[src/rtl/cache_settings.svh]
`ifndef CACHE_SETTINGS_SVH
`define CACHE_SETTINGS_SVH

// data word width in bits
`define WORD_SIZE 16

// word address width, covers the whole 256-word memory
`define ADDR_SIZE 8

// words per cache line
`define LINE_WORDS 4

// lines per cache, direct mapped
`define LINE_NUMBER 8

// cycles from an accepted memory request to its done pulse
`define MEM_LATENCY 4

`endif

[src/rtl/cache_pkg.sv]
`default_nettype none

`include "cache_settings.svh"

package cache_pkg;

	localparam int OFFSET_W = $clog2(`LINE_WORDS);
	localparam int INDEX_W = $clog2(`LINE_NUMBER);
	localparam int TAG_W = `ADDR_SIZE - INDEX_W - OFFSET_W;

	typedef logic [`WORD_SIZE-1:0] word_t;

	// cpu word address split into its cache fields
	typedef struct packed {
		logic [TAG_W-1:0] tag;
		logic [INDEX_W-1:0] index;
		logic [OFFSET_W-1:0] offset;
	} cache_addr_t;

	typedef word_t [`LINE_WORDS-1:0] line_t;

	// tag and index, the address of a whole line
	typedef logic [TAG_W+INDEX_W-1:0] line_addr_t;

	// valid is a level, held until done
	typedef struct packed {
		logic valid;
		logic write;
		line_addr_t addr;
		line_t wline;
	} mem_req_t;

	typedef struct packed {
		logic done;
		line_t rline;
	} mem_rsp_t;

endpackage

`default_nettype wire

[src/rtl/mem_arbiter.sv]
`timescale 1ns/1ps
`default_nettype none

module mem_arbiter
	import cache_pkg::*;
(
	input wire logic clk,
	input wire logic reset_n,
	input wire mem_req_t i_ireq,
	input wire mem_req_t i_dreq,
	input wire mem_rsp_t i_mem_rsp,
	output mem_rsp_t o_irsp,
	output mem_rsp_t o_drsp,
	output mem_req_t o_mem_req
);

	logic granted;
	// owner_d set means the data cache holds the bus
	logic owner_d;
	logic last_d;
	logic cand_i;
	logic cand_d;
	logic pick_d;

	always_comb begin
		if (granted) begin
			// on done the grant can only pass to the other client
			cand_i = i_ireq.valid && owner_d && i_mem_rsp.done;
			cand_d = i_dreq.valid && !owner_d && i_mem_rsp.done;
		end else begin
			cand_i = i_ireq.valid;
			cand_d = i_dreq.valid;
		end
		pick_d = cand_d && (!cand_i || !last_d);
	end

	always_ff @(posedge clk) begin
		if (!reset_n) begin
			granted <= 1'b0;
			owner_d <= 1'b0;
			last_d <= 1'b1;
		end else if (!granted || i_mem_rsp.done) begin
			granted <= cand_i || cand_d;
			if (cand_i || cand_d) begin
				owner_d <= pick_d;
				last_d <= pick_d;
			end
		end
	end

	always_comb begin
		o_mem_req = '0;
		if (granted) begin
			o_mem_req = owner_d ? i_dreq : i_ireq;
		end
		o_irsp.rline = i_mem_rsp.rline;
		o_irsp.done = i_mem_rsp.done && granted && !owner_d;
		o_drsp.rline = i_mem_rsp.rline;
		o_drsp.done = i_mem_rsp.done && granted && owner_d;
	end

endmodule

`default_nettype wire

[config.mk]
export PLATFORM = sky130hd
export DESIGN_NAME = mem_arbiter
export DESIGN_NICKNAME = d
export VERILOG_FILES = /design/src/rtl/cache_pkg.sv /design/src/rtl/mem_arbiter.sv
export VERILOG_INCLUDE_DIRS = /design/src /design/src/rtl
export SDC_FILE = /design/constraint.sdc
export NUM_CORES = 1
export LEC_CHECK = 0
export BUFFER_PORTS_ARGS = -buffer_cell sky130_fd_sc_hd__buf_2
export CAP_MARGIN = 0
export CELL_PAD_IN_SITES_DETAIL_PLACEMENT = 2
export CELL_PAD_IN_SITES_GLOBAL_PLACEMENT = 2
export CORE_AREA = 2 2 161 163
export DETAILED_ROUTE_END_ITERATION = 16
export DIE_AREA = 0 0 163 165
export PLACE_DENSITY_LB_ADDON = 0.12
export SLEW_MARGIN = 0
export SYNTH_ARGS = -nofsm -noshare
export SYNTH_HDL_FRONTEND = slang
export SYNTH_SLANG_ARGS = --single-unit
[constraint.sdc]
create_clock -name clk -period 1.4 [get_ports clk]
set_input_delay 0 -clock clk [delete_from_list [all_inputs] [get_ports clk]]
set_output_delay 0 -clock clk [all_outputs]
set_load 0.02 [all_outputs]
==> key figures <==
Outcome
  • Status: completed

Logic synthesis
  • Post-synthesis instance total: 312
  • Mux contribution to synthesized area: 30.15%
  • Most area-hungry cell type in the Yosys netlist: buf_4
  • Seq/Total Area, Yosys: 2.478%
  • Synth cell types: 22
  • Area contributors post-synth: buf_4 (42%), mux2i_1 (30%), nor2b_1 (19%)
  • Xor and xnor area share after synthesis: 0%
  • Area of the mapped netlist: 2424 sq um
  • Post-synthesis simple-gate area fraction: 19.77%
  • Adder-cell share of the synthesized area: 0%
  • Post-synth top area share: 42.13%
  • Mean area per synthesized cell: 7.768 sq um
  • Largest family of logic cells by synthesized area: buffers and inverters
  • Total number of yosys warnings: 0
  • Yosys reg bits: 3
  • Net count after synthesis: 523
  • Synth Area in Compound Gates: 2.788%

Pwr
  • Internal: 1.103 mW
  • Power share of the clock group: 24.5%
  • Share of power burned in registers: 6.4%
  • Worst vdd ir: 250.8 uV
  • Switch Pwr: 738.6 uW
  • Leak pwr: 1.597 nW
  • Combinational power share: 69.1%
  • Final Power: 1.842 mW
  • Sw Share: 40.11%
  • Pwr Density: 564.4 nW/um^2

Finish
  • Area Overhead vs Synth: 34.64%
  • Fin nets: 620
  • # diodes: 0
  • Post-layout util: 13.03%
  • FILL cells: 3,033
  • Commonest non-fill, non-tap cell in the layout: buf_2
  • Multi-input gate area: 1292 sq um
  • Most frequent cells in the layout: buf_2 (206), nor2b_1 (72), mux2i_1 (69)
  • Layout cell share with drive strength beyond 1: 60.29%
  • Register area: 67.56 sq um

STA
  • Max-slew violations: 0
  • Worst clock skew: 0.0005330 ns
  • PnR worst setup slack: 0.03006 ns
  • Max Clk Rate: 730.0 MHz
  • Unrepaired setup endpoints after global routing: yes
  • Final hold viol count: 0
  • Slew headroom: 87.19%
  • Final setup fails: 0
  • Min Tclk post-route: 1.370 ns
  • Pin slew with the least headroom to its limit: 0.1868 ns
  • TNS Setup: 0 ns
  • Fin crit share: 97.85%
  • Hold_ws: 0.000009703 ns

Clock network
  • CTS root buffer: clkbuf_16
  • Clk sinks: 3
  • Reg clk slew, reported paths: 0.03 ns
  • CTS tree: yes
  • Clock Latency Late Sink: 0.22 ns
  • Total number of H-tree levels: 1
  • Max clock buf depth: 2
  • Cts bufs inserted: 3

Place
  • Detailed Place HPWL: 8.538 mm
  • Gpl congestion: 0.6660
  • Post-Place Worst Slack: 0.1704 ns
  • IO buf count: 220

Route
  • DRC: 0
  • DR iter-0 viols: 17
  • DR vias/cell: 3.080
  • Total Routed Length: 10.37 mm
  • DRT Pass-1 Iters: 4
  • Antenna Nets Post-Route: 0
  • Vias: 2,273
  • Routed length per placed instance: 14.05 um

GRT
  • Total gr overflow: 0
  • Largest net degree at the start of global routing: 33
  • Met2 usage: 14.14%
  • Global route hottest layer: met2
  • GR Util met3: 1.708%
  • Initial antenna violation count: 0
  • Met1 Track Usage GR: 5.981%
  • Vias in the first global route: 2,526
  • Gr usage total: 6.677%
  • First-pass GRT wire length: 13.76 mm

Setup path
  • Slowest CP cell: dfxtp_4
  • Worst setup EP type: output port
  • WP data required: 1.40 ns
  • CP Class: reg -> out
  • CP Max Fanout: 10
  • Startpoint types: flip-flop
  • Crit path DAT: 1.37 ns
  • Critical-path cell list: buf_4 > buf_12 > mux2i_1 > nor2b_1 > buf_2
  • Delay of the slowest critical-path stage: 0.39 ns

Floorplan
  • Core Rows: 58
  • Core Area: 25,040 sq um
  • Total die area: 26,900 sq um
  • Initial Utilization: 9.680%
  • I/O pin count: 413
  • Die span in y: 165 um
  • Die width: 163 um

Flow run
  • Max-Cap Viols: 0

Hold path
  • HP Class: in -> out
final timing paths:
path,startpoint,endpoint,slack (ns),cells after the start
worst max-delay path,owner_d$_SDFFE_PN0P_,o_mem_req[45],0.03,5
worst min-delay path,i_mem_rsp[58],o_drsp[58],0.00001,0
worst max register to register,owner_d$_SDFFE_PN0P_,granted$_SDFFE_PN0P_,0.12,5
worst min register to register,last_d$_SDFFE_PN1P_,last_d$_SDFFE_PN1P_,0.51,2
power by group through the flow:
stage                     clock [mW]  combinational, mW  sequential [mW]
after floorplan                    0               1.24           0.0977
after global placement             0               1.17            0.129
after detailed placement           0               1.17            0.130
after CTS                      0.460               1.18            0.128
after global routing           0.475               1.39            0.122
final                          0.451               1.27            0.118
Yosys cell counts, drive strengths merged:
library cell	count
a2bb2oi	1
o211ai	1
nor3	1
nand2	1
a21boi	1
o21ai	3
a21oi	1
dfxtp	3
buf	139
a311oi	1
o22ai	1
mux2i	73
clkbuf	7
and3b	1
and3	1
nand3	1
a221oi	1
nor2b	72
inv	3
cell families (layout without fill, tap and decap cells):
| group | Yosys count | after routing |
|---|---|---|
| flops | 3 | 3 |
| mux | 73 | 73 |
| compound gates | 10 | 10 |
| buf+inv | 149 | 245 |
| simple gates | 77 | 77 |
worst max-delay path: cells and delay by family (launching register included):
family / cells / cell delay (ns)
buffers and inverters: 3 / 0.44
DFF: 1 / 0.39
muxes: 1 / 0.24
and+or+nand+nor: 1 / 0.07
final cells by class:
type                            instances  area share, %
Timing Repair Buffer                  238          42.91
Multi-Input combinational cell        160          39.61
Tap cell                              330          12.65
Clock buffer                            4          2.416
Sequential cell                         3          2.071
Inverter                                3         0.3451
routing by layer:
layer  up-vias  wire length, um
met5         -                0
met4         0              163
met3        25              835
met2       124             6086
met1      1048             3284
li1       1076                -
through the flow:
step	cell area (sq um)	instances
2_1_floorplan	2424	312
3_3_place_gp	2965	724
3_5_place_dp	2965	724
4_1_cts	3064	729
5_1_grt	3263	738
6_report	3263	738
repair_timing:
item / 4_1_cts / 5_1_grt
pin swaps: 0 / 0
cloned: 0 / 3
resized for setup: 4 / 21
setup endpoints to repair: 42 / 71
buffers inserted: 0 / 6
hold buffers: 1 / 0
endpoints found under the hold margin: 1 / 0
registers in the layout, indices dropped and copies added, names as in the netlist:
name / count
owner_d: 1
last_d: 1
granted: 1
(Power assumes the default switching activity.)
