**config.mk**
```make
export PLATFORM = sky130hd
export DESIGN_NAME = icache
export DESIGN_NICKNAME = d
export VERILOG_FILES = /design/src/rtl/cache_pkg.sv /design/src/rtl/icache.sv
export VERILOG_INCLUDE_DIRS = /design/src /design/src/rtl
export SDC_FILE = /design/constraint.sdc
export NUM_CORES = 1
export LEC_CHECK = 0
export BUFFER_PORTS_ARGS = -buffer_cell sky130_fd_sc_hd__buf_2
export CAP_MARGIN = 30
export CORE_AREA = 2 2 205 207
export DETAILED_ROUTE_END_ITERATION = 8
export DIE_AREA = 0 0 207 209
export GPL_ROUTABILITY_DRIVEN = 0
export GPL_TIMING_DRIVEN = 0
export PLACE_DENSITY = 0.75
export SYNTH_ARGS = -nofsm -noshare
export SYNTH_HDL_FRONTEND = slang
export SYNTH_SLANG_ARGS = --single-unit
```
**constraint.sdc**
```tcl
create_clock -name clk -period 9.2 [get_ports clk]
set_clock_uncertainty 0.1 [all_clocks]
set_input_delay 1.84 -clock clk [delete_from_list [all_inputs] [get_ports clk]]
set_output_delay 1.84 -clock clk [all_outputs]
set_load 0.02 [all_outputs]
```
**src/rtl/cache_settings.svh**
```systemverilog
`ifndef CACHE_SETTINGS_SVH
`define CACHE_SETTINGS_SVH

// data word width in bits
`define WORD_SIZE 16

// word address width, covers the whole 256-word memory
`define ADDR_SIZE 8

// words per cache line
`define LINE_WORDS 4

// lines per cache, direct mapped
`define LINE_NUMBER 8

// cycles from an accepted memory request to its done pulse
`define MEM_LATENCY 4

`endif

```
**src/rtl/cache_pkg.sv**
```systemverilog
`default_nettype none

`include "cache_settings.svh"

package cache_pkg;

	localparam int OFFSET_W = $clog2(`LINE_WORDS);
	localparam int INDEX_W = $clog2(`LINE_NUMBER);
	localparam int TAG_W = `ADDR_SIZE - INDEX_W - OFFSET_W;

	typedef logic [`WORD_SIZE-1:0] word_t;

	// cpu word address split into its cache fields
	typedef struct packed {
		logic [TAG_W-1:0] tag;
		logic [INDEX_W-1:0] index;
		logic [OFFSET_W-1:0] offset;
	} cache_addr_t;

	typedef word_t [`LINE_WORDS-1:0] line_t;

	// tag and index, the address of a whole line
	typedef logic [TAG_W+INDEX_W-1:0] line_addr_t;

	// valid is a level, held until done
	typedef struct packed {
		logic valid;
		logic write;
		line_addr_t addr;
		line_t wline;
	} mem_req_t;

	typedef struct packed {
		logic done;
		line_t rline;
	} mem_rsp_t;

endpackage

`default_nettype wire

```
**src/rtl/icache.sv**
```systemverilog
`timescale 1ns/1ps
`default_nettype none

`include "cache_settings.svh"

module icache
	import cache_pkg::*;
(
	input wire logic clk,
	input wire logic reset_n,
	input wire logic i_read,
	input wire cache_addr_t i_addr,
	input wire mem_rsp_t i_mem_rsp,
	output word_t o_data,
	output logic o_busy,
	output mem_req_t o_mem_req
);

	line_t data_arr [`LINE_NUMBER];
	logic [TAG_W-1:0] tag_arr [`LINE_NUMBER];
	logic [`LINE_NUMBER-1:0] valid_arr;
	logic filling;
	logic hit;
	logic rd_hit;
	logic fill_done;

	assign hit = valid_arr[i_addr.index] && (tag_arr[i_addr.index] == i_addr.tag);
	assign rd_hit = !filling && i_read && hit;
	assign fill_done = filling && i_mem_rsp.done;
	assign o_busy = filling;

	// read-only client, the line address comes from the held cpu address
	always_comb begin
		o_mem_req.valid = filling;
		o_mem_req.write = 1'b0;
		o_mem_req.addr = {i_addr.tag, i_addr.index};
		o_mem_req.wline = '0;
	end

	always_ff @(posedge clk) begin
		if (!reset_n) begin
			filling <= 1'b0;
			valid_arr <= '0;
		end else if (filling) begin
			if (fill_done) begin
				filling <= 1'b0;
				valid_arr[i_addr.index] <= 1'b1;
			end
		end else if (i_read && !hit) begin
			filling <= 1'b1;
		end
	end

	// line install on done, word fetch on a hit
	always_ff @(posedge clk) begin
		if (fill_done) begin
			data_arr[i_addr.index] <= i_mem_rsp.rline;
			tag_arr[i_addr.index] <= i_addr.tag;
		end
		if (rd_hit) begin
			o_data <= data_arr[i_addr.index][i_addr.offset];
		end
	end

endmodule

`default_nettype wire

```
==> metrics list <==
- The die is 207 um wide.
- The count of endpoints failing hold in the final timing report was 0.
- After detailed routing, the number of vias per cell comes to 6.38.
- Hold buffer count at cts: 0
- In this run the worst path has a maximum fanout of 10.
* Post-route total power: 5420 uW
- Die outline area: 43,300 um^2
- Endpoint type of the worst setup path: flop
* Data arrival, critical path: 4.65 ns
- Reg2Reg Depth: 5
* Count of distinct cell types in the synthesized netlist: 61
- For the worst-skew pair, the clock arrives at the later sink with an insertion delay of 0.59 ns.
- Across the VDD grid, the largest voltage drop is 0.145 mV.
* Total number of vias: 13,600
- After synthesis, flip-flops and latches occupy 75.0% of the total area.
- In this run the worst hold path is classified as flop to flop.
* Post-CTS resize count: 0
- After the first detailed-routing iteration, the DRC count stood at 2,028.
- Via count of the first global-routing pass: 13,400
- Setup violations remaining at the end of the flow were counted as 0.
* Initial antenna violation count: 6
- Worst Setup Path Type: primary input to flop
- Dominant cell type by count on the critical path: sky130_fd_sc_hd__buf_2
- sky130_fd_sc_hd__edfxtp_1 takes more of the synthesized area than any other cell.
* Detailed placement HPWL: 41,600 um
- For this run, asynchronously set or reset flops after synthesis account for 0%.
- PD cells: 206 nW/um^2
- At the pin with the least slew margin, the transition time is 1.14 ns.
- Combined area of all synthesized cells: 22,400 um^2
* Cells taking the most area after synthesis: sky130_fd_sc_hd__edfxtp_1 (74%), sky130_fd_sc_hd__mux2i_1 (3.4%), sky130_fd_sc_hd__buf_4 (2.8%)
* Hold depth: 1
- Total negative slack for setup checks: 0 ns
- In the synthesized netlist, the number of instances is 1,271.
* Share of post-route cells with drive strength above 1: 29.5%
- For this run, the number of Yosys warnings is 0.
- Entering global routing, the biggest net connects 52 pins.
* Vertical extent of the die: 209 um
- The critical path crosses 9 cells after its start point.
- Post-CTS Setup Repair Bufs: 0
- Most frequently used flop master after synthesis: sky130_fd_sc_hd__edfxtp_1
- The initial utilization of the core area, before any placement, comes to 54.1%.
- FMAX: 224 MHz
- In this run, placement finished with an instance count of 2,025.
* Number of detailed-routing iterations run before antenna repair: 5
- Clock Tree Root: sky130_fd_sc_hd__clkbuf_16
- Overall overflow remaining after global route: 0
- Detailed Route WL: 63,700 um
* Leakage power of the design: 0.00914 uW
- Setup repair after global routing left no endpoint under its margin.
* Post-Layout Inst Area: 26,300 um^2
* Syn-to-layout area delta: 17.5%
* Core footprint: 41,300 um^2
- The largest single stage delay on the critical path is 0.75 ns.
- Clock-pin slew on the worst setup and hold paths: 0.06 ns
- In this run the remaining antenna-violating nets after routing total 0.
- The run finished with clean final reports.
- Storage element area: 16,800 um^2
- The floorplan has 75 rows.
- Net count reported at finish: 1,618
* Cell with the largest stage delay on the worst path: sky130_fd_sc_hd__nor3_2
* Synthesized area per cell: 17.6 um^2
- TritonCTS built the clock tree.
- TritonCTS Buffers: 54
- The longest clock path from root to sink contains 3 buffers.
- For this design the top-level I/O count stands at 165.
* Element type at the critical path start: primary input
- Counting I/O delays and the setup requirement, the final critical path takes 4.47 ns.
- H-Tree Level Count: 2
- The first global-routing pass estimated 91,400 um of wire.
- Multi-input gate area in the final layout: 4790 um^2
- After filler insertion, the fill cell instance count of the layout stands at 2,818.
- The finished layout holds 2,135 standard cells, fillers aside.
- Traced cell by cell, the critical path runs through buf_2 -> buf_4 -> buf_4 -> buf_2 -> buf_2 -> nand2_1 -> nor3_2 -> buf_6 -> buf_6.
- Worst endpoint required time: 9.38 ns
- The final critical path takes up 48.5% of the cycle.
* Routed wirelength normalized by instance count: 29.8 um
* DP Area: 24,500 um^2
- Counting both buffers and inverters, the worst setup path holds a total of 7.
- Clock tree synthesis found a total of 561 sinks.
* Post-layout utilization of the core: 63.6%
* DR DRC count: 0
* Flip-flop and latch count after synthesis: 561
* Count of flip-flops with a built-in enable after synthesis: 552
- The total count of max-transition violations in the final report is 0.
- The count of buffers added on input and output ports is 95.
- Measured against its own limit, the worst slew margin works out to 24.2%.
- In this run the biggest area consumer among cell types represents 74.2% of the synthesized area.
- For this run, the total global-route usage over all layers was measured as 29.3%.
* Crit-path leading delay family: buffers and inverters
- Max-cap violations in this run came to 0.
## power breakdown
| part | internal [uW] | switching, uW |
|---|---|---|
| Sequential | 2830 | 5.49 |
| Combinational | 128 | 257 |
| Clock | 1280 | 918 |
| Total | 4240 | 1180 |
## stage by stage
step                      hold WS [ns]  worst slack, ns
after global placement           0.342            -4.15
after CTS                        0.367             4.79
after floorplan                  0.335             1.23
after detailed placement         0.353             4.24
final                            0.363             4.73
after global routing             0.387             4.68
## path summary, 6_finish.rpt
check        slack [ns]                 startpoint                        end
max                4.73                  i_addr[3]   data_arr[3][2]$_DFFE_PP_
min                0.36  valid_arr[5]$_SDFFE_PN0P_  valid_arr[5]$_SDFFE_PN0P_
max reg2reg        6.52          o_busy$_SDFF_PN0_  data_arr[5][36]$_DFFE_PP_
min reg2reg        0.36  valid_arr[5]$_SDFFE_PN0P_  valid_arr[5]$_SDFFE_PN0P_
## cells in the final DEF (no fill, tap or decap), types with 12 or more instances in the layout
| cell type | count |
|---|---|
| sky130_fd_sc_hd__a221oi_1 | 56 |
| sky130_fd_sc_hd__conb_1 | 65 |
| sky130_fd_sc_hd__a22oi_1 | 28 |
| sky130_fd_sc_hd__mux4_2 | 18 |
| sky130_fd_sc_hd__nor2_1 | 43 |
| sky130_fd_sc_hd__o21ai_0 | 51 |
| sky130_fd_sc_hd__clkinv_1 | 12 |
| sky130_fd_sc_hd__edfxtp_1 | 552 |
| sky130_fd_sc_hd__buf_2 | 132 |
| sky130_fd_sc_hd__buf_4 | 87 |
| sky130_fd_sc_hd__mux2_2 | 51 |
| sky130_fd_sc_hd__mux2i_1 | 75 |
| sky130_fd_sc_hd__a221o_1 | 12 |
| sky130_fd_sc_hd__buf_8 | 12 |
| sky130_fd_sc_hd__clkbuf_1 | 27 |
| sky130_fd_sc_hd__buf_6 | 53 |
| sky130_fd_sc_hd__clkbuf_16 | 55 |
| sky130_fd_sc_hd__nand2_1 | 17 |
| sky130_fd_sc_hd__o2bb2ai_1 | 18 |
| sky130_fd_sc_hd__a21oi_1 | 54 |
## worst reg2reg max path: stages, from the launching register on
cell	delay, ns
sky130_fd_sc_hd__dfxtp_1	0.50
sky130_fd_sc_hd__nand2_1	0.39
sky130_fd_sc_hd__nor3_2	0.79
sky130_fd_sc_hd__buf_6	0.25
sky130_fd_sc_hd__buf_8	0.17
sky130_fd_sc_hd__buf_6	0.18
## kinds of logic after synthesis
logic type	share of synthesized area [%]
buffers and inverters	4.86
AOI/OAI and AO/OA	9.87
other	0.0168
DFF	75.0
muxes	8.03
and+or+nand+nor	2.25
## state kept, by name, summed over array words and instances, names as in the netlist
signal	count
tag_arr	24
data_arr	512
o_data	16
o_busy	1
valid_arr	8
## layer usage
layer	vias up	wire [um]	part of all wire, %	global-route usage (%)
met4	2	3900	6.1	16.4
li1	5559	-	-	-
met3	218	9030	14	7.29
met1	6699	21700	34	38.5
met2	1147	29100	46	45.0
met5	-	15	0.024	0
## synth_stat cells (4+ instances only)
master / number
sky130_fd_sc_hd__a21oi_1: 54
sky130_fd_sc_hd__a221o_1: 12
sky130_fd_sc_hd__a221oi_1: 56
sky130_fd_sc_hd__a22o_1: 9
sky130_fd_sc_hd__a22oi_1: 28
sky130_fd_sc_hd__a31o_1: 8
sky130_fd_sc_hd__a31o_2: 4
sky130_fd_sc_hd__and2_1: 7
sky130_fd_sc_hd__and3_1: 5
sky130_fd_sc_hd__buf_2: 37
sky130_fd_sc_hd__buf_4: 84
sky130_fd_sc_hd__buf_6: 14
sky130_fd_sc_hd__clkbuf_1: 14
sky130_fd_sc_hd__dfxtp_1: 9
sky130_fd_sc_hd__edfxtp_1: 552
sky130_fd_sc_hd__mux2_2: 51
sky130_fd_sc_hd__mux2i_1: 75
sky130_fd_sc_hd__mux4_2: 18
sky130_fd_sc_hd__nand2_1: 17
sky130_fd_sc_hd__nor2_1: 43
sky130_fd_sc_hd__nor2b_1: 5
sky130_fd_sc_hd__nor3_1: 7
sky130_fd_sc_hd__o211ai_1: 4
sky130_fd_sc_hd__o21a_1: 9
sky130_fd_sc_hd__o21ai_0: 51
sky130_fd_sc_hd__o221a_2: 8
sky130_fd_sc_hd__o221ai_1: 9
sky130_fd_sc_hd__o22ai_1: 9
sky130_fd_sc_hd__o2bb2ai_1: 18
## final cells by class
class	instances	share of cell area, %
Antenna cell	10	0.0953
Buffer	153	4.07
Clock buffer	71	5.58
Clock inverter	29	1.10
Inverter	5	0.0714
Multi-Input combinational cell	616	18.2
Sequential cell	561	63.8
Tap cell	539	2.57
Timing Repair Buffer	151	4.51
(Power assumes the default switching activity.)
