==> config.mk <==
export PLATFORM = sky130hd
export DESIGN_NAME = dcache
export DESIGN_NICKNAME = d
export VERILOG_FILES = /design/src/rtl/cache_pkg.sv /design/src/rtl/dcache.sv
export VERILOG_INCLUDE_DIRS = /design/src /design/src/rtl
export SDC_FILE = /design/constraint.sdc
export NUM_CORES = 1
export LEC_CHECK = 0
export BUFFER_PORTS_ARGS = -buffer_cell sky130_fd_sc_hd__buf_2
export CELL_PAD_IN_SITES_DETAIL_PLACEMENT = 1
export CELL_PAD_IN_SITES_GLOBAL_PLACEMENT = 2
export CORE_MARGIN = 4
export CORE_UTILIZATION = 40
export DETAILED_ROUTE_END_ITERATION = 6
export PLACE_DENSITY = 0.71
export SYNTH_ARGS = -nofsm -noshare
export SYNTH_HDL_FRONTEND = slang
export SYNTH_SLANG_ARGS = --single-unit
==> constraint.sdc <==
create_clock -name clk -period 3.2 [get_ports clk]
set_clock_uncertainty 0.1 [all_clocks]
set_input_delay 0.16 -clock clk [delete_from_list [all_inputs] [get_ports clk]]
set_output_delay 0.16 -clock clk [all_outputs]
set_load 0.005 [all_outputs]
==> src/rtl/cache_settings.svh <==
`ifndef CACHE_SETTINGS_SVH
`define CACHE_SETTINGS_SVH

// data word width in bits
`define WORD_SIZE 16

// word address width, covers the whole 256-word memory
`define ADDR_SIZE 8

// words per cache line
`define LINE_WORDS 4

// lines per cache, direct mapped
`define LINE_NUMBER 8

// cycles from an accepted memory request to its done pulse
`define MEM_LATENCY 4

`endif

==> src/rtl/cache_pkg.sv <==
`default_nettype none

`include "cache_settings.svh"

package cache_pkg;

	localparam int OFFSET_W = $clog2(`LINE_WORDS);
	localparam int INDEX_W = $clog2(`LINE_NUMBER);
	localparam int TAG_W = `ADDR_SIZE - INDEX_W - OFFSET_W;

	typedef logic [`WORD_SIZE-1:0] word_t;

	// cpu word address split into its cache fields
	typedef struct packed {
		logic [TAG_W-1:0] tag;
		logic [INDEX_W-1:0] index;
		logic [OFFSET_W-1:0] offset;
	} cache_addr_t;

	typedef word_t [`LINE_WORDS-1:0] line_t;

	// tag and index, the address of a whole line
	typedef logic [TAG_W+INDEX_W-1:0] line_addr_t;

	// valid is a level, held until done
	typedef struct packed {
		logic valid;
		logic write;
		line_addr_t addr;
		line_t wline;
	} mem_req_t;

	typedef struct packed {
		logic done;
		line_t rline;
	} mem_rsp_t;

endpackage

`default_nettype wire

==> src/rtl/dcache.sv <==
`timescale 1ns/1ps
`default_nettype none

`include "cache_settings.svh"

module dcache
	import cache_pkg::*;
(
	input wire logic clk,
	input wire logic reset_n,
	input wire logic i_read,
	input wire logic i_write,
	input wire cache_addr_t i_addr,
	input wire word_t i_wdata,
	input wire mem_rsp_t i_mem_rsp,
	output word_t o_rdata,
	output logic o_busy,
	output mem_req_t o_mem_req
);

	typedef enum logic [1:0] {
		S_IDLE,
		S_WB,
		S_FILL
	} state_t;

	state_t state;
	line_t data_arr [`LINE_NUMBER];
	logic [TAG_W-1:0] tag_arr [`LINE_NUMBER];
	logic [`LINE_NUMBER-1:0] valid_arr;
	logic [`LINE_NUMBER-1:0] dirty_arr;
	logic [INDEX_W-1:0] idx;
	logic hit;
	logic access;
	logic rd_hit;
	logic wr_hit;
	logic fill_done;

	assign idx = i_addr.index;
	assign hit = valid_arr[idx] && (tag_arr[idx] == i_addr.tag);
	assign access = (state == S_IDLE) && (i_read || i_write);
	assign rd_hit = access && i_read && hit;
	assign wr_hit = access && i_write && hit;
	assign fill_done = (state == S_FILL) && i_mem_rsp.done;
	assign o_busy = (state != S_IDLE);

	always_comb begin
		o_mem_req.valid = (state != S_IDLE);
		o_mem_req.write = (state == S_WB);
		// the victim goes back under its own tag
		if (state == S_WB) begin
			o_mem_req.addr = {tag_arr[idx], idx};
		end else begin
			o_mem_req.addr = {i_addr.tag, idx};
		end
		o_mem_req.wline = data_arr[idx];
	end

	always_ff @(posedge clk) begin
		if (!reset_n) begin
			state <= S_IDLE;
			valid_arr <= '0;
			dirty_arr <= '0;
		end else begin
			case (state)
				S_IDLE: begin
					if (wr_hit) begin
						dirty_arr[idx] <= 1'b1;
					end else if (access && !hit) begin
						// a clean or empty victim is simply overwritten
						if (valid_arr[idx] && dirty_arr[idx]) begin
							state <= S_WB;
						end else begin
							state <= S_FILL;
						end
					end
				end
				S_WB: begin
					if (i_mem_rsp.done) begin
						dirty_arr[idx] <= 1'b0;
						state <= S_FILL;
					end
				end
				S_FILL: begin
					if (fill_done) begin
						valid_arr[idx] <= 1'b1;
						dirty_arr[idx] <= 1'b0;
						state <= S_IDLE;
					end
				end
				default: begin
					state <= S_IDLE;
				end
			endcase
		end
	end

	always_ff @(posedge clk) begin
		if (fill_done) begin
			data_arr[idx] <= i_mem_rsp.rline;
			tag_arr[idx] <= i_addr.tag;
		end else if (wr_hit) begin
			data_arr[idx][i_addr.offset] <= i_wdata;
		end
		if (rd_hit) begin
			o_rdata <= data_arr[idx][i_addr.offset];
		end
	end

endmodule

`default_nettype wire

==> flow_metrics.py, run 1 <==
metrics = {
    "setup_path": {
        "crit_type": "flip-flop to flip-flop",
        "worstSetupStartpointType": "flip-flop",
        "crit_required_ns": 3.48,
        "arrival_ns": 3.40,
        "worst-path-max-fanout": 24,
        "rrSetupSlack_ns": 0.07,
        "worstReg2RegStart": "tag_arr[1][0]",
        "reg2reg_depth": 9,
        "timing.rr.end": "data_arr[4][35]",
        "end_kind": "flip-flop",
    },
    "route": {
        "first_pass_iters": 7,
        "drcViolationCount": 11,
        "wirelength_um": 78700,
        "drtIter0Drc": 1691,
        "avgViaCountPerCell": 5.84,
        "vias": 15000,
        "ant_nets": 0,
        "routedWlPerCell_um": 30.7,
    },
    "synth": {
        "ys_ff_latch": 570,
        "synth_cells": 1431,
        "synth.distinct_cells": 48,
        "seq_area_frac_synth_pct": 71.8,
        "synth-main-ff-cell": "edfxtp_1",
        "syn_nets": 1528,
        "yosys-top-cells-count": "edfxtp_1 (552), mux2i_1 (110), nand2_1 (102)",
        "syn_area_per_cell_sq_um": 16.5,
        "synth.most_common_cell": "edfxtp_1",
        "synth_top_area_cell": "edfxtp_1",
        "async_flop_share_pct": 0,
        "synth_edf_count": 552,
        "synthesis.area_sq_mm": 0.0236,
        "synth_top_area_share_pct": 70.3,
        "synth.area.top_cells": "edfxtp_1 (70%), mux2i_1 (4.7%), mux2_4 (3.1%)",
        "ys_warn_count": 0,
    },
    "status": {
        "violations": "DRC",
        "status": "finished, violations left",
    },
    "flow_run": {
        "drv_cap": 0,
    },
    "die": {
        "die_w_um": 251,
        "ios": 182,
        "die_h_um": 251,
        "core_sq_mm": 0.0580,
        "rows": 88,
        "initial_core_util_pct": 40.6,
        "die_area_sq_mm": 0.0629,
    },
    "cells_and_area": {
        "layout.nets": 1849,
        "syn2layout_area_growth_pct": 23.7,
        "fin_area_sq_mm": 0.0292,
        "drive_gt1_share_pct": 30.6,
    },
    "pwr": {
        "total_power_w": 0.0170,
        "power_density_mw_per_mm2": 581,
        "leakagePower_nw": 10.5,
        "ir_drop_mv": 0.418,
    },
    "sta": {
        "hold_viol": 0,
        "period_needed_ns": 3.13,
        "drv_slew": 0,
        "finalCritPeriodShare_pct": 97.8,
        "clock.fmax_mhz": 320,
        "slew-limit-headroom_pct": 23.2,
        "finalWorstSetupSlack_ns": 0.0714,
        "worstMarginPinSlew_ns": 1.14,
        "setup_viol": 0,
        "fin_setup_tns_ns": 0,
        "rsz0062_at_grt": "no",
    },
    "grt": {
        "antenna_found_initial": 3,
        "grt_pass1_wl_um": 112000,
        "grt_max_degree": 47,
        "overflow": 0,
        "first_global_vias": 15100,
        "track_usage_pct": 24.6,
    },
    "clock_network": {
        "clockRootBuffer": "clkbuf_16",
        "clock_path_buffers": 3,
        "clkLatencyLatePin_ns": 0.62,
        "clock_sinks": 570,
        "numCtsBuffers": 59,
        "cts.htree.levels": 2,
        "cts_tree": "yes",
        "path_clk_slew_ns": 0.07,
    },
    "hold_path": {
        "whs_path_depth": 2,
        "hp-start": "i_wdata[3]",
        "hold_end": "data_arr[0][19]",
        "hold_path.class": "primary input to flip-flop",
    },
    "place": {
        "post_dp_cell_area_sq_mm": 0.0265,
        "dp_hpwl_um": 52500,
        "place_worst_setup_slack_ns": 0.0460,
        "port-buffer-count": 181,
        "gp_congestion": 0.822,
    },
}
==> flip-flops by register name, summed over array words and instances (netlist names), named ones only <==
register and cells:
data_arr 512, tag_arr 24, o_rdata 16, valid_arr 8, state 2
==> layer usage <==
layer  routed length, um  vias to the layer above  GRT usage (%)  share of wire, %
met5                   0                        -              0                 0
met2               37300                      695           39.4                47
met4                2210                        0           7.07               2.8
met1               32900                     7831           35.0                42
met3                6240                      114           4.18               7.9
li1                    -                     6351              -                 -
==> cell families (layout without fill, tap and decap cells) <==
group | count (synthesis) | in the layout | share of synthesized area (%)
simple gates | 205 | 205 | 3.95
compound gates | 305 | 305 | 9.03
mux | 240 | 240 | 12.8
other cells | 0 | 3 | 0
buf+inv | 107 | 473 | 2.21
fa+ha+maj | 4 | 4 | 0.212
flops | 570 | 570 | 71.8
==> area by class of cell <==
class                           count  area, sq um
Tap cell                          765          957
Clock inverter                     31          360
Multi-Input combinational cell    754         6270
Sequential cell                   570        16900
Antenna cell                        3         7.51
Inverter                            6         22.5
Timing Repair Buffer              361         3050
Clock buffer                       75         1580
Fill cell                        5479        28800
==> power by group <==
group / leakage, nW / internal [W] / switching [W] / total (W)
Sequential: 5.12 / 0.00832 / 0.0000341 / 0.00836
Combinational: 4.38 / 0.000618 / 0.00100 / 0.00162
Clock: 0.952 / 0.00411 / 0.00286 / 0.00697
==> worst max path at each step <==
stage	slack [ns]	start	endpoint	depth (start not counted)
after floorplan	-0.12	i_addr[2]	data_arr[0][16]	9
after global placement	0.15	i_addr[4]	o_rdata[3]	8
after detailed placement	0.05	i_addr[4]	o_rdata[3]	7
after CTS	0.009	tag_arr[3][0]	data_arr[4][35]	9
after global routing	0.003	tag_arr[1][0]	data_arr[4][35]	9
final	0.07	tag_arr[1][0]	data_arr[4][35]	9
==> stage by stage <==
stage	instances	utilization (%)	hold WS, ns
2_1_floorplan	1431	-	0.159
3_5_place_dp	2385	45.7	0.354
5_1_grt	2562	50.3	0.0216
6_report	2565	50.3	0.0287
4_1_cts	2561	50.3	0.00562
3_3_place_gp	2385	45.7	0.346
==> critical path: stages, from the launching register on <==
cell and delay (ns):
edfxtp_1 0.38, mux2i_1 0.14, o22ai_1 0.16, or3_4 0.45, a21oi_2 0.15, buf_4 0.21, nand4b_4 0.14, buf_12 0.20
mux2_4 0.36, dlygate4sd3_1 0.57
==> what timing repair did <==
| action | CTS | global route |
|---|---|---|
| hold buffers | 70 | 0 |
| endpoints found under the hold margin | 554 | 0 |
| buffers inserted | 0 | 1 |
| endpoints found under the setup margin | 0 | 1 |
| resized for setup | 0 | 2 |
==> layout by cell type (no fill, tap or decap), types with 57 or more instances in the layout <==
master,netlist,routed
edfxtp_1,552,552
buf_2,26,178
mux2i_1,110,110
nand2_1,102,101
dlygate4sd3_1,0,70
nor2_1,70,67
buf_4,9,62
o21ai_0,61,61
clkbuf_16,0,61
mux2_2,57,57
No activity file was read; power rests on OpenSTA's default activity.
==> run 2: changes to the inputs <==
--- a/config.mk
+++ b/config.mk
@@ -6,13 +6,15 @@
 export SDC_FILE = /design/constraint.sdc
 export NUM_CORES = 1
 export LEC_CHECK = 0
-export BUFFER_PORTS_ARGS = -buffer_cell sky130_fd_sc_hd__buf_2
+export ABC_AREA = 1
 export CELL_PAD_IN_SITES_DETAIL_PLACEMENT = 1
 export CELL_PAD_IN_SITES_GLOBAL_PLACEMENT = 2
 export CORE_MARGIN = 4
 export CORE_UTILIZATION = 40
 export DETAILED_ROUTE_END_ITERATION = 6
+export DONT_BUFFER_PORTS = 1
 export PLACE_DENSITY = 0.71
+export REMOVE_ABC_BUFFERS = 1
 export SYNTH_ARGS = -nofsm -noshare
 export SYNTH_HDL_FRONTEND = slang
 export SYNTH_SLANG_ARGS = --single-unit
==> run 2 against run 1 <==
The flow now finishes without violations. Sequential power about the same. Worst hold slack worse by 0.0033 ns. First-iteration DRC count decreased by 29%. Sequential share of layout area up 4.4 points. Register-to-register slack better by 0.36 ns. Area after synthesis decreased by 4.2%. Non-clock buffer count shrank 125. Combinational power is 15% lower. Count of clock-buffer cells in the layout decreased by 2. Critical path type unchanged. Critical endpoint is now data_arr[4][21]. Highest routed layer is now met5.
==> flow_metrics.py, run 2 <==
metrics = {
    "sta": {
        "holdWs_ns": 0.0254,
        "slew-limit-headroom_pct": 43.6,
        "clock.fmax_mhz": 361,
        "finalCritPeriodShare_pct": 86.6,
        "drv_slew": 0,
        "worstMarginPinSlew_ns": 0.843,
        "rsz0062_at_grt": "no",
        "hold_viol": 0,
        "setup_viol": 0,
        "finalWorstSetupSlack_ns": 0.427,
        "period_needed_ns": 2.77,
    },
    "die": {
        "die_h_um": 246,
        "rows": 86,
        "die_area_sq_mm": 0.0603,
        "initial_core_util_pct": 40.7,
        "ios": 182,
        "die_w_um": 246,
        "core_sq_mm": 0.0555,
    },
    "synth": {
        "yosys-top-cells-count": "edfxtp_1 (552), nand2_1 (468), inv_1 (139)",
        "synth.most_common_cell": "edfxtp_1",
        "async_flop_share_pct": 0,
        "syn_area_per_cell_sq_um": 13.1,
        "synth.area.top_cells": "edfxtp_1 (73%), nand2_1 (7.8%), a22oi_1 (2.9%)",
        "synth_cells": 1725,
        "synth.distinct_cells": 37,
        "synth_top_area_cell": "edfxtp_1",
        "seq_area_frac_synth_pct": 75.0,
        "synth_edf_count": 552,
        "synthesis.area_sq_mm": 0.0226,
        "synth_top_area_share_pct": 73.4,
        "ys_warn_count": 0,
        "ys_ff_latch": 570,
        "synth-main-ff-cell": "edfxtp_1",
    },
    "hold_path": {
        "hold_path.class": "primary input to flip-flop",
        "hold_end": "state[0]",
        "hp-start": "i_addr[5]",
        "whs_path_depth": 6,
    },
    "cells_and_area": {
        "final_common_cell": "edfxtp_1",
        "largestRegisters": "data_arr (512), tag_arr (24), o_rdata (16)",
        "layout.nets": 2036,
        "drive_gt1_share_pct": 13.9,
        "layout_common_cells": "edfxtp_1 (552), nand2_1 (468), inv_1 (138)",
        "stdcell_count": 2737,
        "regMostFlops": "data_arr",
        "largest_reg_flops": 512,
        "nFillCells": 5732,
        "final_core_util_pct": 48.8,
        "syn2layout_area_growth_pct": 20.0,
    },
    "setup_path": {
        "arrival_ns": 2.99,
        "timing.rr.end": "data_arr[4][21]",
        "worstReg2RegStart": "tag_arr[4][2]",
        "crit_required_ns": 3.42,
        "reg2reg_depth": 12,
        "rrSetupSlack_ns": 0.43,
        "worstSetupStartpointType": "flip-flop",
        "end_kind": "flip-flop",
        "worst-path-max-fanout": 32,
        "crit_type": "flip-flop to flip-flop",
    },
    "grt": {
        "grt_pass1_wl_um": 110000,
        "grt_max_degree": 46,
        "antenna_found_initial": 7,
        "first_global_vias": 15800,
        "overflow": 0,
        "track_usage_pct": 25.2,
    },
    "route": {
        "drtIter0Drc": 1203,
        "wirelength_um": 76500,
        "avgViaCountPerCell": 5.55,
        "ant_nets": 0,
        "vias": 15200,
        "routedWlPerCell_um": 28.0,
        "first_pass_iters": 5,
        "drcViolationCount": 0,
    },
    "pwr": {
        "ir_drop_mv": 0.436,
        "total_power_w": 0.0161,
        "power_density_mw_per_mm2": 595,
        "leakagePower_nw": 9.88,
    },
    "place": {
        "port-buffer-count": 0,
        "dp_hpwl_um": 51300,
        "gp_congestion": 0.827,
        "dp_cells": 2549,
        "place_worst_setup_slack_ns": 0.321,
    },
    "clock_network": {
        "clockRootBuffer": "clkbuf_16",
        "clock_sinks": 570,
        "cts_resized": 0,
        "clkLatencyLatePin_ns": 0.62,
        "path_clk_slew_ns": 0.06,
        "clock_path_buffers": 3,
        "numCtsBuffers": 59,
        "cts.htree.levels": 2,
        "cts_tree": "yes",
    },
    "status": {
        "status": "finished clean",
    },
    "flow_run": {
        "drv_cap": 0,
    },
}
run 2: cell types whose count changed after synthesis, moves of 35 or more:
| cell | delta |
|---|---|
| inv_1 | +134 |
| a21oi_1 | -81 |
| a22oi_1 | +72 |
| mux2i_1 | -110 |
| mux2_4 | -48 |
| mux2_2 | -57 |
| o21ai_0 | -35 |
| nand4_1 | +66 |
| o21ai_1 | +62 |
| nand2_1 | +366 |
run 2: logic make-up after synthesis:
logic type,count (synthesis),share of synthesized area [%]
DFF,570,75.0
and+or+nand+nor,660,12.5
adders and majority gates,4,0.222
buffers and inverters,235,4.52
AOI/OAI and AO/OA,256,7.78
run 2: timing repair:
action,4_1_cts,5_1_grt
hold buffers,77,0
buffers inserted,0,0
hold endpoints to repair,584,0
run 2: through the flow:
step           TNS (ns)  area, sq um
6_report              0        27100
3_5_place_dp          0        24600
2_1_floorplan    -21.78        22100
5_1_grt               0        27100
4_1_cts               0        27100
3_3_place_gp          0        24600
run 2: critical path: stages, from the launching register on:
cell and delay, ns:
edfxtp_1 0.37, inv_1 0.07, nand2_1 0.05, nand3_1 0.10, nand2_1 0.07, o21bai_1 0.14
nand2_1 0.07, nor2_2 0.15, nand3_2 0.16, inv_4 0.19, nand3_4 0.09, buf_4 0.29
o21ai_1 0.62
run 2: worst max-delay path by stage:
stage	startpoint	end	depth (start not counted)
5_1_grt	tag_arr[4][1]	data_arr[2][21]	14
3_5_place_dp	i_addr[2]	data_arr[7][25]	14
4_1_cts	tag_arr[4][2]	data_arr[3][25]	12
2_1_floorplan	i_addr[4]	data_arr[3][0]	5
6_report	tag_arr[4][2]	data_arr[4][21]	12
3_3_place_gp	i_addr[2]	data_arr[3][25]	12
run 2: cell type report:
class                      count  area [sq um]  area share [%]
sequential                   570         16900            62.5
tap                          748           936            3.45
clock inverter                35           218           0.803
clock buffer                  73          1530            5.64
inverter                     152           573            2.11
antenna                        3          7.51          0.0277
multi-input combinational    920          4660            17.2
timing repair buffer         236          2250            8.31
run 2: where the power goes:
part / total (W) / switching (W) / internal (W)
clock network: 0.00637 / 0.00290 / 0.00347
logic: 0.00138 / 0.000950 / 0.000429
registers: 0.00837 / 0.0000363 / 0.00833
run 2: routing by layer:
metal	GRT usage [%]	wire (um)
met1	33.9	31300
met2	41.6	36900
met3	5.42	6090
met4	7.44	2200
met5	0	34
==> run 3: changes to the inputs <==
--- a/config.mk
+++ b/config.mk
@@ -9,6 +9,7 @@
 export ABC_AREA = 1
 export CELL_PAD_IN_SITES_DETAIL_PLACEMENT = 1
 export CELL_PAD_IN_SITES_GLOBAL_PLACEMENT = 2
+export CORE_ASPECT_RATIO = 1.5
 export CORE_MARGIN = 4
 export CORE_UTILIZATION = 40
 export DETAILED_ROUTE_END_ITERATION = 6
==> run 3 against run 2 <==
Worst setup slack better by 0.087 ns. Largest power group unchanged. Utilization down 0.31 points. Largest cell class unchanged. Worst hold slack gained 0.0067 ns. Power decreased by 0.87%. Count of clock-buffer cells in the layout is 5 lower. Combinational power hardly changed. Critical path type unchanged. Sequential share of layout area about the same. Non-clock buffer count increased by 18.
==> flow_metrics.py, run 3 (synthesis results as in run 2) <==
metrics = {
    "sta": {
        "slew-limit-headroom_pct": 38.4,
        "hold_viol": 0,
        "finalWorstSetupSlack_ns": 0.515,
        "finalCritPeriodShare_pct": 83.9,
        "rsz0062_at_grt": "no",
        "clock.fmax_mhz": 372,
        "worstMarginPinSlew_ns": 0.924,
        "setup_viol": 0,
        "period_needed_ns": 2.69,
        "drv_slew": 0,
    },
    "clock_network": {
        "path_clk_slew_ns": 0.07,
        "cts_resized": 0,
        "clock_path_buffers": 3,
        "clockRootBuffer": "clkbuf_16",
        "numCtsBuffers": 53,
        "cts.htree.levels": 2,
        "clkLatencyLatePin_ns": 0.58,
        "clock_sinks": 570,
        "cts_setup_buffers": 0,
        "ctsHoldBuffers": 75,
        "cts_tree": "yes",
    },
    "pwr": {
        "p_comb_share_pct": 8.7,
        "power_density_mw_per_mm2": 590,
        "p_int_w": 0.0122,
        "clkPwrFrac_pct": 39.0,
        "p_sw_w": 0.00375,
        "leakagePower_nw": 9.92,
        "seqPwrFrac_pct": 52.4,
        "p_sw_share_pct": 23.5,
        "total_power_w": 0.0160,
        "ir_drop_mv": 0.360,
    },
    "cells_and_area": {
        "drive_gt1_share_pct": 14.3,
        "layout.nets": 2048,
        "nFillCells": 5688,
        "largestRegisters": "data_arr (512), tag_arr (24), o_rdata (16)",
        "syn2layout_area_growth_pct": 19.9,
        "layout_common_cells": "edfxtp_1 (552), nand2_1 (468), buf_4 (163)",
        "final_common_cell": "edfxtp_1",
        "regMostFlops": "data_arr",
        "largest_reg_flops": 512,
    },
    "place": {
        "place_worst_setup_slack_ns": 0.335,
        "dp_hpwl_um": 53000,
        "gp_congestion": 0.838,
        "port-buffer-count": 0,
    },
    "flow_run": {
        "drv_cap": 0,
    },
    "route": {
        "vias": 15100,
        "avgViaCountPerCell": 5.48,
        "drtIter0Drc": 1192,
        "drcViolationCount": 0,
        "routedWlPerCell_um": 27.8,
        "wirelength_um": 76400,
        "ant_nets": 0,
        "first_pass_iters": 6,
    },
    "die": {
        "rows": 106,
        "core_sq_mm": 0.0558,
        "ios": 182,
        "die_h_um": 299,
        "die_area_sq_mm": 0.0604,
        "initial_core_util_pct": 40.5,
        "die_w_um": 202,
    },
    "setup_path": {
        "worstSetupStartpointType": "flip-flop",
        "rrSetupSlack_ns": 0.51,
        "worstReg2RegStart": "tag_arr[6][2]",
        "reg2reg_depth": 12,
        "crit_type": "flip-flop to flip-flop",
        "timing.rr.end": "data_arr[2][15]",
        "worst-path-max-fanout": 32,
        "arrival_ns": 2.87,
        "crit_required_ns": 3.39,
        "end_kind": "flip-flop",
    },
    "hold_path": {
        "hold_path.class": "primary input to flip-flop",
        "whs_path_depth": 6,
        "hp-start": "i_addr[4]",
        "hold_end": "state[0]",
    },
    "grt": {
        "antenna_found_initial": 2,
        "first_global_vias": 15800,
        "overflow": 0,
        "grt_max_degree": 64,
        "grt_pass1_wl_um": 110000,
        "track_usage_pct": 24.9,
    },
    "status": {
        "status": "finished clean",
    },
}
[run 3: worst max-delay path, stage by stage, from the launching register on]
cell      delay (ns)
edfxtp_1        0.37
inv_1           0.06
nand2_1         0.05
nand3_1         0.10
nand2_1         0.09
o21bai_1        0.13
nand2_1         0.08
nor2_2          0.14
nand3_2         0.13
inv_4           0.17
nand3_4         0.09
buf_4           0.28
o21ai_1         0.57
[run 3: area by class of cell]
type	instances	area, sq um	area share, %
Inverter	152	573	2.12
Multi-Input combinational cell	920	4660	17.2
Clock inverter	31	253	0.933
Timing Repair Buffer	254	2290	8.47
Clock buffer	68	1430	5.26
Sequential cell	570	16900	62.5
Antenna cell	1	2.50	0.00924
Tap cell	756	946	3.49
[run 3: worst max path at each step]
| stage | start | endpoint | depth (start not counted) |
|---|---|---|---|
| after floorplan | i_addr[4] | data_arr[3][0] | 5 |
| after global placement | i_addr[2] | data_arr[4][15] | 12 |
| after detailed placement | i_addr[2] | data_arr[4][15] | 12 |
| after CTS | tag_arr[6][2] | data_arr[2][15] | 12 |
| after global routing | tag_arr[2][2] | data_arr[2][15] | 12 |
| final | tag_arr[6][2] | data_arr[2][15] | 12 |
[run 3: layer usage]
layer / up-vias / routed length, um / GRT usage, %
li1: 6707 / - / -
met1: 7783 / 30800 / 32.1
met2: 498 / 38900 / 43.7
met3: 104 / 4390 / 3.71
met4: 2 / 2260 / 7.12
met5: - / 12 / 0
[run 3: stage by stage]
| stage | utilization [%] | hold slack, ns | cells | setup TNS, ns | area [sq um] |
|---|---|---|---|---|---|
| 6_report | 48.5 | 0.0321 | 2752 | 0 | 27100 |
| 5_1_grt | 48.5 | 0.0522 | 2751 | 0 | 27100 |
| 4_1_cts | 48.5 | 0.00199 | 2751 | 0 | 27100 |
| 3_5_place_dp | 44.2 | 0.160 | 2577 | 0 | 24700 |
| 3_3_place_gp | 44.2 | 0.160 | 2577 | 0 | 24700 |
| 2_1_floorplan | - | 0.159 | 1642 | -21.78 | 22100 |
[run 3: power groups by stage]
stage	Combinational [W]	Sequential [W]	Clock, W
6_report	0.00138	0.00837	0.00623
5_1_grt	0.00149	0.00837	0.00665
4_1_cts	0.00140	0.00837	0.00635
3_5_place_dp	0.00130	0.00853	0
3_3_place_gp	0.00128	0.00852	0
2_1_floorplan	0.000585	0.00851	0
